==> config.mk <==
export PLATFORM = sky130hd
export DESIGN_NAME = lsu_flat
export DESIGN_NICKNAME = d
export VERILOG_FILES = /design/src/data_pkg.sv /design/src/uop_pkg.sv /design/src/stage_if.sv /design/src/wb_bus_if.sv /design/src/lsu.sv /design/src/flat_wrapper.sv
export VERILOG_INCLUDE_DIRS = /design/src /design/src/src
export SDC_FILE = /design/constraint.sdc
export NUM_CORES = 1
export LEC_CHECK = 0
export CORE_AREA = 2 2 211 213
export DETAILED_ROUTE_END_ITERATION = 10
export DIE_AREA = 0 0 213 215
export DONT_BUFFER_PORTS = 1
export HOLD_SLACK_MARGIN = 0.03
export PLACE_DENSITY_LB_ADDON = 0.15
export SLEW_MARGIN = 20
export SYNTH_ARGS = -nofsm -noshare
export SYNTH_HDL_FRONTEND = slang
export SYNTH_SLANG_ARGS = --single-unit
==> constraint.sdc <==
create_clock -name clk -period 5.99 [get_ports clk]
set_input_delay 0.8985 -clock clk [delete_from_list [all_inputs] [get_ports clk]]
set_output_delay 0.8985 -clock clk [all_outputs]
set_load 0.02 [all_outputs]
==> src/backend_config.svh <==
`ifndef BACKEND_CONFIG_SVH
`define BACKEND_CONFIG_SVH

// integer data width
`define BACKEND_XLEN 64
// general register count
`define BACKEND_NREGS 32
// data ram depth in doublewords and its index width
`define BACKEND_RAM_WORDS 256
`define BACKEND_RAM_AW 8

`endif

==> src/data_pkg.sv <==
`default_nettype none

package data_pkg;
	`include "backend_config.svh"

	typedef logic [`BACKEND_XLEN-1:0] xlen_t;
	typedef logic [`BACKEND_XLEN-1:0] pc_t;
	// register index, 32 registers
	typedef logic [4:0] reg_id_t;
	// doubleword index into data ram
	typedef logic [`BACKEND_RAM_AW-1:0] ram_idx_t;
endpackage

`default_nettype wire

==> src/uop_pkg.sv <==
`default_nettype none

package uop_pkg;
	// operation kinds after decode
	typedef enum logic [2:0] {
		OP_ADD   = 3'd0,
		OP_SUB   = 3'd1,
		OP_AND   = 3'd2,
		OP_OR    = 3'd3,
		OP_XOR   = 3'd4,
		OP_LOAD  = 3'd5,
		OP_STORE = 3'd6
	} op_kind_t;

	// memory stage fsm
	typedef enum logic {
		LSU_IDLE = 1'b0,
		LSU_BUS  = 1'b1
	} lsu_state_t;
endpackage

`default_nettype wire

==> src/stage_if.sv <==
`timescale 1ns/1ps
`default_nettype none

// one operation between pipeline stages, valid/ready handshake
interface stage_if
	import data_pkg::*;
	import uop_pkg::*;
();
	logic     valid;
	logic     ready;
	pc_t      pc;
	op_kind_t kind;
	reg_id_t  rd;
	// alu result, or effective address for memory ops
	xlen_t    value;
	xlen_t    store_data;

	modport producer (
		output valid, pc, kind, rd, value, store_data,
		input  ready
	);

	modport consumer (
		input  valid, pc, kind, rd, value, store_data,
		output ready
	);
endinterface

`default_nettype wire

==> src/wb_bus_if.sv <==
`timescale 1ns/1ps
`default_nettype none

// wishbone classic, memory stage to data ram
interface wb_bus_if
	import data_pkg::*;
();
	logic     cyc;
	logic     stb;
	logic     we;
	ram_idx_t adr;
	xlen_t    dat_w;
	xlen_t    dat_r;
	logic     ack;

	modport master (output cyc, stb, we, adr, dat_w, input dat_r, ack);

	modport slave (input cyc, stb, we, adr, dat_w, output dat_r, ack);
endinterface

`default_nettype wire

==> src/lsu.sv <==
`timescale 1ns/1ps
`default_nettype none

`include "backend_config.svh"

module lsu
	import data_pkg::*;
	import uop_pkg::*;
(
	input  wire logic  clk,
	input  wire logic  rst,
	stage_if.consumer  in,
	stage_if.producer  out,
	wb_bus_if.master   bus
);
	lsu_state_t state;
	logic       out_free;
	logic       take;
	logic       is_mem;
	logic       bus_done;

	// operation held while its bus cycle runs
	pc_t        req_pc;
	op_kind_t   req_kind;
	reg_id_t    req_rd;
	xlen_t      req_addr;

	assign out_free = !out.valid || out.ready;
	assign in.ready = (state == LSU_IDLE) && out_free;
	assign take     = in.valid && in.ready;
	assign is_mem   = (in.kind == OP_LOAD) || (in.kind == OP_STORE);
	assign bus_done = (state == LSU_BUS) && bus.ack;

	always_ff @(posedge clk) begin
		if (rst) begin
			state   <= LSU_IDLE;
			bus.cyc <= 1'b0;
			bus.stb <= 1'b0;
		end else begin
			case (state)
				LSU_IDLE: begin
					if (take && is_mem) begin
						state   <= LSU_BUS;
						bus.cyc <= 1'b1;
						bus.stb <= 1'b1;
					end
				end
				LSU_BUS: begin
					if (bus.ack) begin
						state   <= LSU_IDLE;
						bus.cyc <= 1'b0;
						bus.stb <= 1'b0;
					end
				end
				default: state <= LSU_IDLE;
			endcase
		end
	end

	// request fields, held until ack
	always_ff @(posedge clk) begin
		if (take && is_mem) begin
			bus.we    <= (in.kind == OP_STORE);
			bus.adr   <= in.value[`BACKEND_RAM_AW+2:3];
			bus.dat_w <= in.store_data;
			req_pc    <= in.pc;
			req_kind  <= in.kind;
			req_rd    <= in.rd;
			req_addr  <= in.value;
		end
	end

	always_ff @(posedge clk) begin
		if (rst) begin
			out.valid <= 1'b0;
		end else if ((take && !is_mem) || bus_done) begin
			out.valid <= 1'b1;
		end else if (out.ready) begin
			out.valid <= 1'b0;
		end
	end

	always_ff @(posedge clk) begin
		if (take && !is_mem) begin
			// alu ops skip the bus
			out.pc         <= in.pc;
			out.kind       <= in.kind;
			out.rd         <= in.rd;
			out.value      <= in.value;
			out.store_data <= in.store_data;
		end else if (bus_done) begin
			out.pc         <= req_pc;
			out.kind       <= req_kind;
			out.rd         <= req_rd;
			out.value      <= (req_kind == OP_LOAD) ? bus.dat_r : req_addr;
			out.store_data <= bus.dat_w;
		end
	end
endmodule

`default_nettype wire

==> src/flat_wrapper.sv <==
// flat-port wrapper written by rule: the top's interface ports become plain ports
module lsu_flat import data_pkg::*; import uop_pkg::*;
  (clk, rst, in_valid, in_pc, in_kind, in_rd, in_value, in_store_data, in_ready, out_valid, out_pc, out_kind, out_rd, out_value, out_store_data, out_ready, bus_cyc, bus_stb, bus_we, bus_adr, bus_dat_w, bus_dat_r, bus_ack);
  stage_if in_i ();
  stage_if out_i ();
  wb_bus_if bus_i ();
  input  wire logic clk;
  input  wire logic rst;
  input wire logic [$bits(in_i.valid)-1:0] in_valid;
  input wire logic [$bits(in_i.pc)-1:0] in_pc;
  input wire logic [$bits(in_i.kind)-1:0] in_kind;
  input wire logic [$bits(in_i.rd)-1:0] in_rd;
  input wire logic [$bits(in_i.value)-1:0] in_value;
  input wire logic [$bits(in_i.store_data)-1:0] in_store_data;
  output wire logic [$bits(in_i.ready)-1:0] in_ready;
  output wire logic [$bits(out_i.valid)-1:0] out_valid;
  output wire logic [$bits(out_i.pc)-1:0] out_pc;
  output wire logic [$bits(out_i.kind)-1:0] out_kind;
  output wire logic [$bits(out_i.rd)-1:0] out_rd;
  output wire logic [$bits(out_i.value)-1:0] out_value;
  output wire logic [$bits(out_i.store_data)-1:0] out_store_data;
  input wire logic [$bits(out_i.ready)-1:0] out_ready;
  output wire logic [$bits(bus_i.cyc)-1:0] bus_cyc;
  output wire logic [$bits(bus_i.stb)-1:0] bus_stb;
  output wire logic [$bits(bus_i.we)-1:0] bus_we;
  output wire logic [$bits(bus_i.adr)-1:0] bus_adr;
  output wire logic [$bits(bus_i.dat_w)-1:0] bus_dat_w;
  input wire logic [$bits(bus_i.dat_r)-1:0] bus_dat_r;
  input wire logic [$bits(bus_i.ack)-1:0] bus_ack;
  assign in_i.valid = in_valid;
  assign in_i.pc = in_pc;
  assign in_i.kind = in_kind;
  assign in_i.rd = in_rd;
  assign in_i.value = in_value;
  assign in_i.store_data = in_store_data;
  assign in_ready = in_i.ready;
  assign out_valid = out_i.valid;
  assign out_pc = out_i.pc;
  assign out_kind = out_i.kind;
  assign out_rd = out_i.rd;
  assign out_value = out_i.value;
  assign out_store_data = out_i.store_data;
  assign out_i.ready = out_ready;
  assign bus_cyc = bus_i.cyc;
  assign bus_stb = bus_i.stb;
  assign bus_we = bus_i.we;
  assign bus_adr = bus_i.adr;
  assign bus_dat_w = bus_i.dat_w;
  assign bus_i.dat_r = bus_dat_r;
  assign bus_i.ack = bus_ack;
  lsu u_core (.clk(clk), .rst(rst), .in(in_i), .out(out_i), .bus(bus_i));
endmodule
Yosys cells after proc, flatten, opt, wreduce, memory -nomap -nowiden
Index checks and enable logic that the tools add are counted.
{ "totals": {"register_bits": 412, "latch_bits": 0, "ramBits": 0, "rom_bits": 0, "in_bits": 269, "out_inout_bits": 277, "word_cells": 53, "mem_count": 0} }
{ "op_classes": {"n_addsub": 0, "n_mul": 0, "div_mod_pow": 0, "n_lt_le_gt_ge": 0, "eq_ne": 5, "shift": 0, "mux": 19, "bitwise_logic": 1, "n_reduce_logical": 13} }
{ "ops": {"columns": ["operator", "count"], "rows": [
  ["two-way mux 64 bit", 7],
  ["two-way mux 5 bit", 2],
  ["equality test 3 bit, second input constant", 3],
  ["two-way mux 1 bit", 6],
  ["two-way mux 3 bit", 2],
  ["logical AND 1 bit", 5],
  ["inequality test 2 bit, second input constant", 2],
  ["one-hot mux 1 bit (2 select lines)", 2],
  ["nonzero test 2 bit", 2],
  ["logical OR 1 bit", 3],
  ["logical NOT 1 bit", 2],
  ["AND reduction 2 bit", 1],
  ["NOT 1 bit", 1]
]} }

Longest topological paths before layout
Gate-level depths: netlist of run 1.
{ "logic_depth": {"depth_word": 7, "mapped_depth": 8, "mapped_depth_nobuf": 4} }

Least setup slack after synthesis of run 1
Ideal clock, no wire load.
{ "synth_path": {"kind": "input-to-reg", "startpoint": "input port in_kind[1]", "endpoint": "register u_core.out.kind[0], enable pin", "setup_ns": 0.560, "t_arrival_ns": 5.861, "required_time_ns": 5.430, "slack_ns": -0.431, "cell_stages": 5, "path_buffers": 2, "cell_sequence": "xor2_1 > a2111oi_4 > buf_6 > buf_6 > a21o_1"} }
{ "synth_via": {"elab_chain_cells": 5, "word_cells_on_any_way": 6, "classes_between": "eq/ne (2); reduce/logical (4)"} }
{ "synth_rtl": {"columns": ["element", "line", "text"], "rows": [
  ["start: declaration", "flat_wrapper.sv:11", "input wire logic [$bits(in_i.kind)-1:0] in_kind;"],
  ["equality test 3 bit", "lsu.sv:31", "assign is_mem = (in.kind == OP_LOAD) || (in.kind == OP_STORE);"],
  ["logical OR 1 bit *", "lsu.sv:31", null],
  ["logical NOT 1 bit *", "lsu.sv:84", "if (take && !is_mem) begin"],
  ["logical AND 1 bit *", "lsu.sv:84", null],
  ["nonzero test 2 bit (no source line) *", null, null],
  ["end: declaration", "stage_if.sv:19", "output valid, pc, kind, rd, value, store_data,"]
]} }
Every way passes the cells marked *; elsewhere a longest branch is shown, timed or not.
A chain may end at the register's enable or synchronous reset.

Worst setup path in the final report of run 1
{ "layout_path": {"startpoint": "register u_core.out.valid", "endpoint": "register u_core.req_pc[30], enable pin"} }
{ "layout_via": {"elab_chain_cells": 5} }
{ "layout_rtl": {"columns": ["element", "line", "text"], "rows": [
  ["start: declaration", "stage_if.sv:19", null],
  ["start signal: assignment", "lsu.sv:75", "out.valid <= 1'b0;"],
  ["start signal: assignment", "lsu.sv:77", "out.valid <= 1'b1;"],
  ["start signal: assignment", "lsu.sv:79", "out.valid <= 1'b0;"],
  ["logical NOT 1 bit", "lsu.sv:28", "assign out_free = !out.valid || out.ready;"],
  ["logical OR 1 bit", "lsu.sv:28", null],
  ["logical AND 1 bit", "lsu.sv:29", "assign in.ready = (state == LSU_IDLE) && out_free;"],
  ["via in_ready", "flat_wrapper.sv:15", "output wire logic [$bits(in_i.ready)-1:0] in_ready;"],
  ["logical AND 1 bit", "lsu.sv:30", "assign take = in.valid && in.ready;"],
  ["logical AND 1 bit", "lsu.sv:62", "if (take && is_mem) begin"],
  ["end signal: assignment", "lsu.sv:66", "req_pc <= in.pc;"],
  ["end: declaration", "lsu.sv:23", "pc_t req_pc;"]
]} }
The timed path passes the listed nets, and every way through them passes these cells.

==> out/metrics.json, run 1 <==
{
  "drtPass1Iterations": {"value": 4},
  "synthesized_area_fraction_occupied_by_adder_cells": {"value": 0, "unit": "%"},
  "dp_wirelength": {"value": 25.2, "unit": "mm"},
  "post-synth-top-area-fraction": {"value": 78.8, "unit": "%"},
  "power.internal": {"value": 5.08, "unit": "mW"},
  "hold_viol_final": {"value": 0},
  "min_delay_path_depth": {"value": 1},
  "maxSlewViolCount": {"value": 0},
  "initial_standard_cell_utilization_of_the_core": {"value": 35.0, "unit": "%"},
  "path_max_fanout": {"value": 122},
  "cts-buffers-inserted": {"value": 43},
  "post_synth_top_flop": {"value": "sky130_fd_sc_hd__edfxtp_1"},
  "globalRouteTotalUtil": {"value": 15.5, "unit": "%"},
  "worst_ep_arrival": {"value": 3.42, "unit": "ns"},
  "crit_slowest_cell": {"value": "sky130_fd_sc_hd__inv_8"},
  "run_status": {"value": "completed"},
  "grt_pass1_vias": {"value": 7367},
  "endpoint_kind": {"value": "flop"},
  "htree_num_levels": {"value": 2},
  "num-fill-cells": {"value": 3950},
  "vias": {"value": 7052},
  "max-vdd-ir-drop": {"value": 0.225, "unit": "mV"},
  "worst-slew-pin-transition": {"value": 1.12, "unit": "ns"},
  "die_y": {"value": 215, "unit": "um"},
  "yosys.area_share.simple": {"value": 1.90, "unit": "%"},
  "mappedNetlistArea": {"value": 15300, "unit": "sq um"},
  "power-per-cell-area": {"value": 386, "unit": "nW/um^2"},
  "reg2regPathDepth": {"value": 5},
  "grt-ovfl-total": {"value": 0},
  "synth-seq-area-share": {"value": 79.2, "unit": "%"},
  "maxSlewHeadroom": {"value": 25.6, "unit": "%"},
  "die_width": {"value": 213, "unit": "um"},
  "clk_root_buffer_cell": {"value": "sky130_fd_sc_hd__clkbuf_16"},
  "placed_cells_incl_taps": {"value": 1350},
  "sw_frac_of_total": {"value": 23.6, "unit": "%"},
  "drc_errors": {"value": 0},
  "synth_common_cells": {"value": "401 x sky130_fd_sc_hd__edfxtp_1, 135 x sky130_fd_sc_hd__mux2_2, 67 x sky130_fd_sc_hd__nand2_1"},
  "path_cells": {"value": "nor2b_1, nor2_1, nand4_1, inv_8, buf_4"},
  "required_time_of_the_critical_path": {"value": 6.17, "unit": "ns"},
  "design_power_total": {"value": 6.64, "unit": "mW"},
  "cts.path.max_buffers": {"value": 3},
  "areaGrowthSynthToFinish": {"value": 12.6, "unit": "%"},
  "postSynthCellCount": {"value": 794},
  "final_layout_net_count": {"value": 1072},
  "postCtsSetupRepairBufs": {"value": 0},
  "io_pins": {"value": 546},
  "place_ws": {"value": 2.41, "unit": "ns"},
  "ys_warn_count": {"value": 0},
  "synth_top_cells_by_area": {"value": "sky130_fd_sc_hd__edfxtp_1 79%, sky130_fd_sc_hd__mux2_2 9.9%, sky130_fd_sc_hd__mux2i_1 4.2%"},
  "setup_slack": {"value": 2.75, "unit": "ns"},
  "static-leakage-power": {"value": 5.85, "unit": "nW"},
  "antenna_found_initial": {"value": 0},
  "ctsResizeCount": {"value": 0},
  "synth.area.mux_share": {"value": 14.1, "unit": "%"},
  "share_of_post_route_cells_with_drive_strength_above_1": {"value": 25.2, "unit": "%"},
  "switchingPower": {"value": 1.57, "unit": "mW"},
  "largest_stage_delay_on_the_critical_path": {"value": 0.66, "unit": "ns"},
  "largest_family_of_logic_cells_by_synthesized_area": {"value": "multiplexers"},
  "syn_area_per_cell": {"value": 19.3, "unit": "sq um"},
  "detail_route.vias_per_cell": {"value": 4.94},
  "synth_nets": {"value": 1063},
  "gpl.final_weighted_congestion": {"value": 0.790},
  "yosysTopAreaCell": {"value": "sky130_fd_sc_hd__edfxtp_1"},
  "synth-compound-area-share": {"value": 2.51, "unit": "%"},
  "timing.setup.critical_path_class": {"value": "flop to flop"},
  "fin_setup_tns": {"value": 0, "unit": "ns"},
  "io_buffers": {"value": 0},
  "finalNonFillerCells": {"value": 1428},
  "n_antenna_cell": {"value": 0},
  "finalCriticalPeriod": {"value": 3.24, "unit": "ns"},
  "top_achievable_clock_speed": {"value": 308, "unit": "MHz"},
  "core_area": {"value": 43600, "unit": "sq um"},
  "rows": {"value": 77},
  "fin_worst_skew": {"value": 0.0121, "unit": "ns"},
  "seq_power_share": {"value": 54.9, "unit": "%"},
  "drtAntennaViolNets": {"value": 0},
  "maxcap_violations": {"value": 0},
  "routed_wirelength": {"value": 36.8, "unit": "mm"},
  "cts_hold_repair_buffers": {"value": 0},
  "clkSinkCount": {"value": 404},
  "clock_latency": {"value": 0.55, "unit": "ns"},
  "synth_edf_count": {"value": 401},
  "flops_latches_synth": {"value": 404},
  "synth.distinct_cells": {"value": 25},
  "start_kind": {"value": "flop"},
  "worst_setup_hold_path_clk_slew": {"value": 0.06, "unit": "ns"},
  "first_pass_grt_wire_length": {"value": 52.1, "unit": "mm"},
  "grt_setup_unrepaired": {"value": "false"},
  "pin_count_of_the_biggest_net_entering_global_routing": {"value": 130},
  "synth_most_common_cell": {"value": "sky130_fd_sc_hd__edfxtp_1"},
  "die_area": {"value": 45800, "unit": "sq um"},
  "drt-initial-drc-count": {"value": 485},
  "route.detailed.wl_per_inst": {"value": 25.8, "unit": "um"},
  "synthXorXnorAreaFrac": {"value": 0.0573, "unit": "%"},
  "worst_hold_check_path_type": {"value": "input port to flop"},
  "finalSetupViolCount": {"value": 0},
  "fin_crit_sh": {"value": 54.2, "unit": "%"},
  "combPwrFrac": {"value": 5.0, "unit": "%"},
  "clkPwrFrac": {"value": 40.1, "unit": "%"},
  "cts_tree": {"value": "built"},
  "async_reset_ff_share": {"value": 0, "unit": "%"}
}
[logic make-up (layout without fill, tap and decap cells)]
logic type      count (synthesis)  in the layout
flops                         404            404
simple gates                   73             73
buf+inv                        47             89
compound gates                 70             70
mux                           199            199
xor+xnor                        1              1
[power groups by stage]
stage | sequential [mW] | combinational, mW | clock (mW)
final | 3.65 | 0.329 | 2.66
after global routing | 3.67 | 0.366 | 2.85
after CTS | 3.66 | 0.338 | 2.75
after detailed placement | 3.71 | 0.337 | 0
after global placement | 3.71 | 0.320 | 0
after floorplan | 3.67 | 0.284 | 0
[stage by stage]
| stage | hold WS, ns | instance area [sq um] | utilization, % |
|---|---|---|---|
| 6_report | 0.413 | 17200 | 39.5 |
| 5_1_grt | 0.374 | 17200 | 39.5 |
| 4_1_cts | 0.365 | 17200 | 39.5 |
| 3_5_place_dp | 0.533 | 15800 | 36.2 |
| 3_3_place_gp | 0.528 | 15800 | 36.2 |
| 2_1_floorplan | 0.512 | 15300 | - |
[sequential cells by signal, indices dropped and copies added (netlist names)]
name / count
u_core.bus.cyc: 1
u_core.bus.dat_w: 64
u_core.bus.we: 1
u_core.out.kind: 3
u_core.out.pc: 64
u_core.out.rd: 5
u_core.out.store_data: 64
u_core.out.valid: 1
u_core.out.value: 64
u_core.req_addr: 64
u_core.req_kind: 3
u_core.req_pc: 64
u_core.req_rd: 5
u_core.state: 1
[metal layers]
metal  share of wire [%]  vias to the layer above  GRT usage (%)  wire, um
met5                   0                        -              0         0
met4                 2.6                        0           5.43       957
met3                  13                       53           8.55      4970
met2                  51                      389           26.8     18600
met1                  33                     3516           15.7     12300
li1                    -                     3094              -         -
[cells in the final DEF (no fill, tap or decap), types with 2 or more instances in the layout]
| cell type | n |
|---|---|
| sky130_fd_sc_hd__clkbuf_16 | 44 |
| sky130_fd_sc_hd__clkinv_1 | 9 |
| sky130_fd_sc_hd__a21oi_1 | 2 |
| sky130_fd_sc_hd__mux2_2 | 135 |
| sky130_fd_sc_hd__clkinvlp_4 | 2 |
| sky130_fd_sc_hd__buf_4 | 7 |
| sky130_fd_sc_hd__o21ai_1 | 17 |
| sky130_fd_sc_hd__clkinv_2 | 7 |
| sky130_fd_sc_hd__clkbuf_1 | 6 |
| sky130_fd_sc_hd__o21ai_0 | 47 |
| sky130_fd_sc_hd__edfxtp_1 | 401 |
| sky130_fd_sc_hd__buf_12 | 2 |
| sky130_fd_sc_hd__dfxtp_1 | 3 |
| sky130_fd_sc_hd__mux2i_1 | 64 |
| sky130_fd_sc_hd__nand2_1 | 67 |
| sky130_fd_sc_hd__bufinv_16 | 5 |
| sky130_fd_sc_hd__inv_8 | 2 |
[final timing paths]
path | to | slack [ns] | start
setup / recovery | u_core.req_pc[30]$_DFFE_PP_ | 2.75 | u_core.out.valid$_SDFFE_PP0P_
hold reg to reg | u_core.out.pc[58]$_DFFE_PP_ | 0.54 | u_core.req_pc[58]$_DFFE_PP_
setup reg to reg | u_core.req_pc[30]$_DFFE_PP_ | 2.75 | u_core.out.valid$_SDFFE_PP0P_
hold / removal | u_core.state$_SDFF_PP0_ | 0.41 | rst
[layout make-up]
class	instances	area, sq um	area share, %
Clock buffer	51	1140	6.61
Tap cell	592	741	4.30
Sequential cell	404	12100	70.3
Clock inverter	27	279	1.62
Inverter	2	15.0	0.0872
Timing Repair Buffer	9	92.6	0.538
Multi-Input combinational cell	343	2850	16.6
[critical path: cells and delay by family (launching register included)]
family | cells | cell delay (ns)
flops | 1 | 0.38
buf+inv | 2 | 1.25
simple gates | 3 | 0.99
No activity file was read; power rests on OpenSTA's default activity.
==> run 2, diff against run 1 <==
clock period = 3.2 ns   (was 5.99 ns; I/O delays follow)
==> out/metrics.json, run 2 (synthesis results as in run 1) <==
{
  "antenna_found_initial": {"value": 0},
  "grt_setup_unrepaired": {"value": "false"},
  "crit_slowest_cell": {"value": "sky130_fd_sc_hd__buf_12"},
  "drtAntennaViolNets": {"value": 0},
  "crit-reg2reg-launch": {"value": "u_core.out.valid$_SDFFE_PP0P_"},
  "endpoint_kind": {"value": "flop"},
  "maxcap_violations": {"value": 0},
  "first_pass_grt_wire_length": {"value": 58.2, "unit": "mm"},
  "path_delay_family": {"value": "simple AND/OR/NAND/NOR gates"},
  "grt_pass1_vias": {"value": 8697},
  "start_kind": {"value": "flop"},
  "globalRouteTotalUtil": {"value": 17.2, "unit": "%"},
  "setup_slack_reg_to_reg": {"value": 0.93, "unit": "ns"},
  "worstPathBufferInverterCount": {"value": 2},
  "n_antenna_cell": {"value": 0},
  "cp-startpoint": {"value": "u_core.out.valid$_SDFFE_PP0P_"},
  "drt-initial-drc-count": {"value": 550},
  "die_y": {"value": 215, "unit": "um"},
  "power-per-cell-area": {"value": 651, "unit": "nW/um^2"},
  "num-fill-cells": {"value": 3757},
  "io_pins": {"value": 546},
  "layout_commonest_cell": {"value": "sky130_fd_sc_hd__edfxtp_1"},
  "clk_root_buffer_cell": {"value": "sky130_fd_sc_hd__clkbuf_16"},
  "crit-reg2reg-capture": {"value": "u_core.req_pc[7]$_DFFE_PP_"},
  "cts_tree": {"value": "built"},
  "drtPass1Iterations": {"value": 7},
  "path_max_fanout": {"value": 120},
  "core_area": {"value": 43600, "unit": "sq um"},
  "initial_standard_cell_utilization_of_the_core": {"value": 35.0, "unit": "%"},
  "finalSetupViolCount": {"value": 0},
  "worst_hold_check_path_type": {"value": "input port to flop"},
  "cts.path.max_buffers": {"value": 3},
  "hold_viol_final": {"value": 0},
  "clock_latency": {"value": 0.55, "unit": "ns"},
  "maxSlewHeadroom": {"value": 43.3, "unit": "%"},
  "detail_route.vias_per_cell": {"value": 4.91},
  "reg2regPathDepth": {"value": 5},
  "max-vdd-ir-drop": {"value": 0.358, "unit": "mV"},
  "required_time_of_the_critical_path": {"value": 3.37, "unit": "ns"},
  "gpl.final_weighted_congestion": {"value": 0.800},
  "ctsResizeCount": {"value": 0},
  "clkSinkCount": {"value": 404},
  "pin_count_of_the_biggest_net_entering_global_routing": {"value": 134},
  "die_width": {"value": 213, "unit": "um"},
  "run_status": {"value": "completed"},
  "die_area": {"value": 45800, "unit": "sq um"},
  "final_layout_net_count": {"value": 1276},
  "place_ws": {"value": 0.672, "unit": "ns"},
  "min_delay_path_depth": {"value": 1},
  "end_point_of_the_critical_path": {"value": "u_core.req_pc[7]$_DFFE_PP_"},
  "top_achievable_clock_speed": {"value": 440, "unit": "MHz"},
  "grt-ovfl-total": {"value": 0},
  "io_buffers": {"value": 0},
  "static-leakage-power": {"value": 6.72, "unit": "nW"},
  "cts-buffers-inserted": {"value": 42},
  "design_power_total": {"value": 12.6, "unit": "mW"},
  "routed_wirelength": {"value": 40.3, "unit": "mm"},
  "setup_slack": {"value": 0.927, "unit": "ns"},
  "critical_path_depth": {"value": 5},
  "largest_stage_delay_on_the_critical_path": {"value": 0.44, "unit": "ns"},
  "final_cell_mix": {"value": "401 x sky130_fd_sc_hd__edfxtp_1, 201 x sky130_fd_sc_hd__dlygate4sd3_1, 135 x sky130_fd_sc_hd__mux2_2"},
  "vias": {"value": 8020},
  "fin_crit_sh": {"value": 71.0, "unit": "%"},
  "share_of_post_route_cells_with_drive_strength_above_1": {"value": 21.0, "unit": "%"},
  "dp_wirelength": {"value": 25.6, "unit": "mm"},
  "rows": {"value": 77},
  "fin_worst_skew": {"value": 0.0170, "unit": "ns"},
  "route.detailed.wl_per_inst": {"value": 24.7, "unit": "um"},
  "worst-slew-pin-transition": {"value": 0.850, "unit": "ns"},
  "finalNonFillerCells": {"value": 1632},
  "maxSlewViolCount": {"value": 0},
  "areaGrowthSynthToFinish": {"value": 26.6, "unit": "%"},
  "timing.setup.critical_path_class": {"value": "flop to flop"},
  "worst_ep_arrival": {"value": 2.44, "unit": "ns"},
  "path_cells": {"value": "nor2b_4, nor2_4, nand4_1, clkinvlp_4, buf_12"},
  "htree_num_levels": {"value": 2},
  "placed_cells_incl_taps": {"value": 1354},
  "worst_setup_hold_path_clk_slew": {"value": 0.06, "unit": "ns"},
  "drc_errors": {"value": 0},
  "finalCriticalPeriod": {"value": 2.27, "unit": "ns"}
}
## run 2: timing repair
item                                   CTS  global route
endpoints found under the hold margin  202             0
hold buffers                           201             0
buffers inserted                         0             0
## run 2: how the worst min path moves through the flow
stage                                           start                             to  slack [ns]
after floorplan            u_core.req_pc[0]$_DFFE_PP_     u_core.out.pc[0]$_DFFE_PP_        0.52
after global placement    u_core.req_pc[39]$_DFFE_PP_    u_core.out.pc[39]$_DFFE_PP_        0.53
after detailed placement  u_core.req_pc[56]$_DFFE_PP_    u_core.out.pc[56]$_DFFE_PP_        0.53
after CTS                                         rst  u_core.out.valid$_SDFFE_PP0P_        0.06
after global routing                              rst  u_core.out.valid$_SDFFE_PP0P_        0.07
final                                             rst  u_core.out.valid$_SDFFE_PP0P_        0.10
## run 2: area by class of cell
type / count / area, sq um / area share [%]
repair buffers: 214 / 2250 / 11.6
inverters: 2 / 11.3 / 0.0582
flip-flops and latches: 404 / 12100 / 62.5
clock inverters: 27 / 243 / 1.25
clock buffers: 50 / 1140 / 5.91
well taps: 592 / 741 / 3.83
multi-input cells: 343 / 2870 / 14.8
## run 2: layer usage
| layer | wire, um | vias to the layer above | global-route usage [%] |
|---|---|---|---|
| met2 | 20500 | 447 | 30.1 |
| met4 | 1120 | 0 | 6.41 |
| li1 | - | 3513 | - |
| met1 | 14300 | 3990 | 18.6 |
| met3 | 4380 | 70 | 6.93 |
| met5 | 0 | - | 0 |
## run 2: stage by stage
step	TNS [ns]	utilization (%)	hold slack (ns)	instance area [sq um]
final	0	44.4	0.102	19400
after global routing	0	44.4	0.0701	19400
after CTS	0	44.4	0.0582	19400
after detailed placement	0	36.6	0.534	16000
after global placement	0	36.6	0.531	16000
after floorplan	-429.65	-	0.525	15300
## run 2: worst reg2reg max path, cell delays in order, from the launching register on
cell and delay (ns):
sky130_fd_sc_hd__dfxtp_2 0.37, sky130_fd_sc_hd__nor2b_4 0.16, sky130_fd_sc_hd__nor2_4 0.25, sky130_fd_sc_hd__nand4_1 0.24, sky130_fd_sc_hd__clkinvlp_4 0.19, sky130_fd_sc_hd__buf_12 0.44
## run 2: where the power goes
group	total, mW	internal (mW)	switching [mW]
Clock	4.89	2.88	2.01
Combinational	0.888	0.436	0.453
Sequential	6.82	6.30	0.518
==> run 3, diff against run 2 <==
clock period = 2.3 ns   (was 3.2 ns; I/O delays follow)
==> out/metrics.json, run 3 (synthesis results as in run 1) <==
{
  "finalSetupViolCount": {"value": 0},
  "reg2regPathDepth": {"value": 4},
  "static-leakage-power": {"value": 6.93, "unit": "nW"},
  "io_pins": {"value": 546},
  "pin_count_of_the_biggest_net_entering_global_routing": {"value": 68},
  "crit-reg2reg-launch": {"value": "u_core.state$_SDFF_PP0_"},
  "die_area": {"value": 45800, "unit": "sq um"},
  "top_achievable_clock_speed": {"value": 502, "unit": "MHz"},
  "ctsResizeCount": {"value": 0},
  "layout_commonest_cell": {"value": "sky130_fd_sc_hd__edfxtp_1"},
  "cts_tree": {"value": "built"},
  "grt_pass1_vias": {"value": 8653},
  "cts-buffers-inserted": {"value": 43},
  "areaGrowthSynthToFinish": {"value": 29.4, "unit": "%"},
  "maxcap_violations": {"value": 0},
  "worst_setup_hold_path_clk_slew": {"value": 0.06, "unit": "ns"},
  "die_width": {"value": 213, "unit": "um"},
  "final_cell_mix": {"value": "401 x sky130_fd_sc_hd__edfxtp_1, 208 x sky130_fd_sc_hd__dlygate4sd3_1, 135 x sky130_fd_sc_hd__mux2_2"},
  "worstHoldEndpoint": {"value": "u_core.out.value[51]$_DFFE_PP_"},
  "io_buffers": {"value": 0},
  "required_time_of_the_critical_path": {"value": 2.60, "unit": "ns"},
  "maxSlewHeadroom": {"value": 64.9, "unit": "%"},
  "drtAntennaViolNets": {"value": 0},
  "route.detailed.wl_per_inst": {"value": 23.5, "unit": "um"},
  "layout.core_utilization": {"value": 45.3, "unit": "%"},
  "fin_worst_skew": {"value": 0.0102, "unit": "ns"},
  "globalRouteTotalUtil": {"value": 16.5, "unit": "%"},
  "drc_errors": {"value": 0},
  "drtPass1Iterations": {"value": 5},
  "worst_ep_arrival": {"value": 2.29, "unit": "ns"},
  "min-delay-start": {"value": "bus_dat_r[51]"},
  "gpl.final_weighted_congestion": {"value": 0.814},
  "whs": {"value": 0.0679, "unit": "ns"},
  "endpoint_kind": {"value": "flop"},
  "antenna_found_initial": {"value": 4},
  "grt_setup_unrepaired": {"value": "false"},
  "initial_standard_cell_utilization_of_the_core": {"value": 35.0, "unit": "%"},
  "power-per-cell-area": {"value": 908, "unit": "nW/um^2"},
  "htree_num_levels": {"value": 2},
  "clkSinkCount": {"value": 404},
  "maxSlewViolCount": {"value": 0},
  "clk_root_buffer_cell": {"value": "sky130_fd_sc_hd__clkbuf_16"},
  "share_of_post_route_cells_with_drive_strength_above_1": {"value": 22.8, "unit": "%"},
  "timing.setup.critical_path_class": {"value": "flop to flop"},
  "rows": {"value": 77},
  "max-vdd-ir-drop": {"value": 0.499, "unit": "mV"},
  "crit-reg2reg-capture": {"value": "u_core.out.pc[14]$_DFFE_PP_"},
  "setup_slack_reg_to_reg": {"value": 0.31, "unit": "ns"},
  "finalCriticalPeriod": {"value": 1.99, "unit": "ns"},
  "cts.path.max_buffers": {"value": 3},
  "worst-slew-pin-transition": {"value": 0.525, "unit": "ns"},
  "first_pass_grt_wire_length": {"value": 56.4, "unit": "mm"},
  "core_area": {"value": 43600, "unit": "sq um"},
  "final_layout_net_count": {"value": 1306},
  "fin_crit_sh": {"value": 86.6, "unit": "%"},
  "worst_hold_check_path_type": {"value": "input port to flop"},
  "hold_viol_final": {"value": 0},
  "clock_latency": {"value": 0.55, "unit": "ns"},
  "postCtsSetupRepairBufs": {"value": 0},
  "drt-initial-drc-count": {"value": 491},
  "cts_hold_repair_buffers": {"value": 208},
  "vias": {"value": 8037},
  "detail_route.vias_per_cell": {"value": 4.83},
  "path_max_fanout": {"value": 63},
  "min_delay_path_depth": {"value": 2},
  "start_kind": {"value": "flop"},
  "routed_wirelength": {"value": 39.1, "unit": "mm"},
  "die_y": {"value": 215, "unit": "um"},
  "dp_wirelength": {"value": 27.3, "unit": "mm"},
  "run_status": {"value": "completed"},
  "grt-ovfl-total": {"value": 0}
}
## run 3: changes by cell type in the layout (fill, tap and decap cells not counted)
cell,before,now
sky130_fd_sc_hd__buf_12,11,20
sky130_fd_sc_hd__buf_4,2,15
sky130_fd_sc_hd__bufinv_16,4,6
sky130_fd_sc_hd__clkinv_1,9,7
sky130_fd_sc_hd__clkinv_2,7,9
sky130_fd_sc_hd__clkinvlp_4,7,5
sky130_fd_sc_hd__dfxtp_2,1,0
sky130_fd_sc_hd__dfxtp_4,0,1
sky130_fd_sc_hd__diode_2,0,2
sky130_fd_sc_hd__dlygate4sd3_1,201,208
sky130_fd_sc_hd__inv_6,0,2
## run 3: critical path: stages, from the launching register on
cell,delay (ns)
sky130_fd_sc_hd__dfxtp_1,0.40
sky130_fd_sc_hd__a2111oi_4,0.36
sky130_fd_sc_hd__buf_4,0.25
sky130_fd_sc_hd__buf_12,0.29
sky130_fd_sc_hd__mux2_2,0.39
## run 3: power breakdown
group	internal [mW]	switching, mW
sequential	8.77	0.718
combinational	0.679	0.688
clock	4.25	2.84
## run 3: through the flow
step                      instance area (sq um)  cells  setup slack [ns]  power, mW  setup TNS (ns)
after global placement                    16200   1376             0.191       10.6               0
after global routing                      19800   1664             0.228       18.6               0
after detailed placement                  16200   1376             0.171       10.7               0
after CTS                                 19800   1663             0.303       18.2               0
final                                     19800   1665             0.308       17.9               0
after floorplan                           15300    794             -1.92       10.3         -750.40
## run 3: final cells by class
cell class,count,area [sq um]
well taps,592,741
fillers,3755,23900
diodes,2,5.00
repair buffers,243,2590
clock inverters,29,308
inverters,2,11.3
clock buffers,50,1140
flip-flops and latches,404,12100
multi-input cells,343,2870
## run 3: per-layer routing
metal,track usage [%],share of wire [%],vias up
met5,0,0.069,-
met4,5.73,2.9,4
met3,7.26,11,80
met2,28.1,49,422
met1,18.3,37,3956
li1,-,-,3575
## run 3: worst max path at each step
stage	from	end	depth (start not counted)
after CTS	u_core.state$_SDFF_PP0_	u_core.out.pc[14]$_DFFE_PP_	4
after floorplan	u_core.out.valid$_SDFFE_PP0P_	u_core.bus.dat_w[0]$_DFFE_PP_	4
after detailed placement	in_kind[1]	u_core.out.pc[5]$_DFFE_PP_	5
after global placement	in_kind[1]	u_core.out.pc[19]$_DFFE_PP_	5
final	u_core.state$_SDFF_PP0_	u_core.out.pc[14]$_DFFE_PP_	4
after global routing	u_core.state$_SDFF_PP0_	u_core.out.value[47]$_DFFE_PP_	5
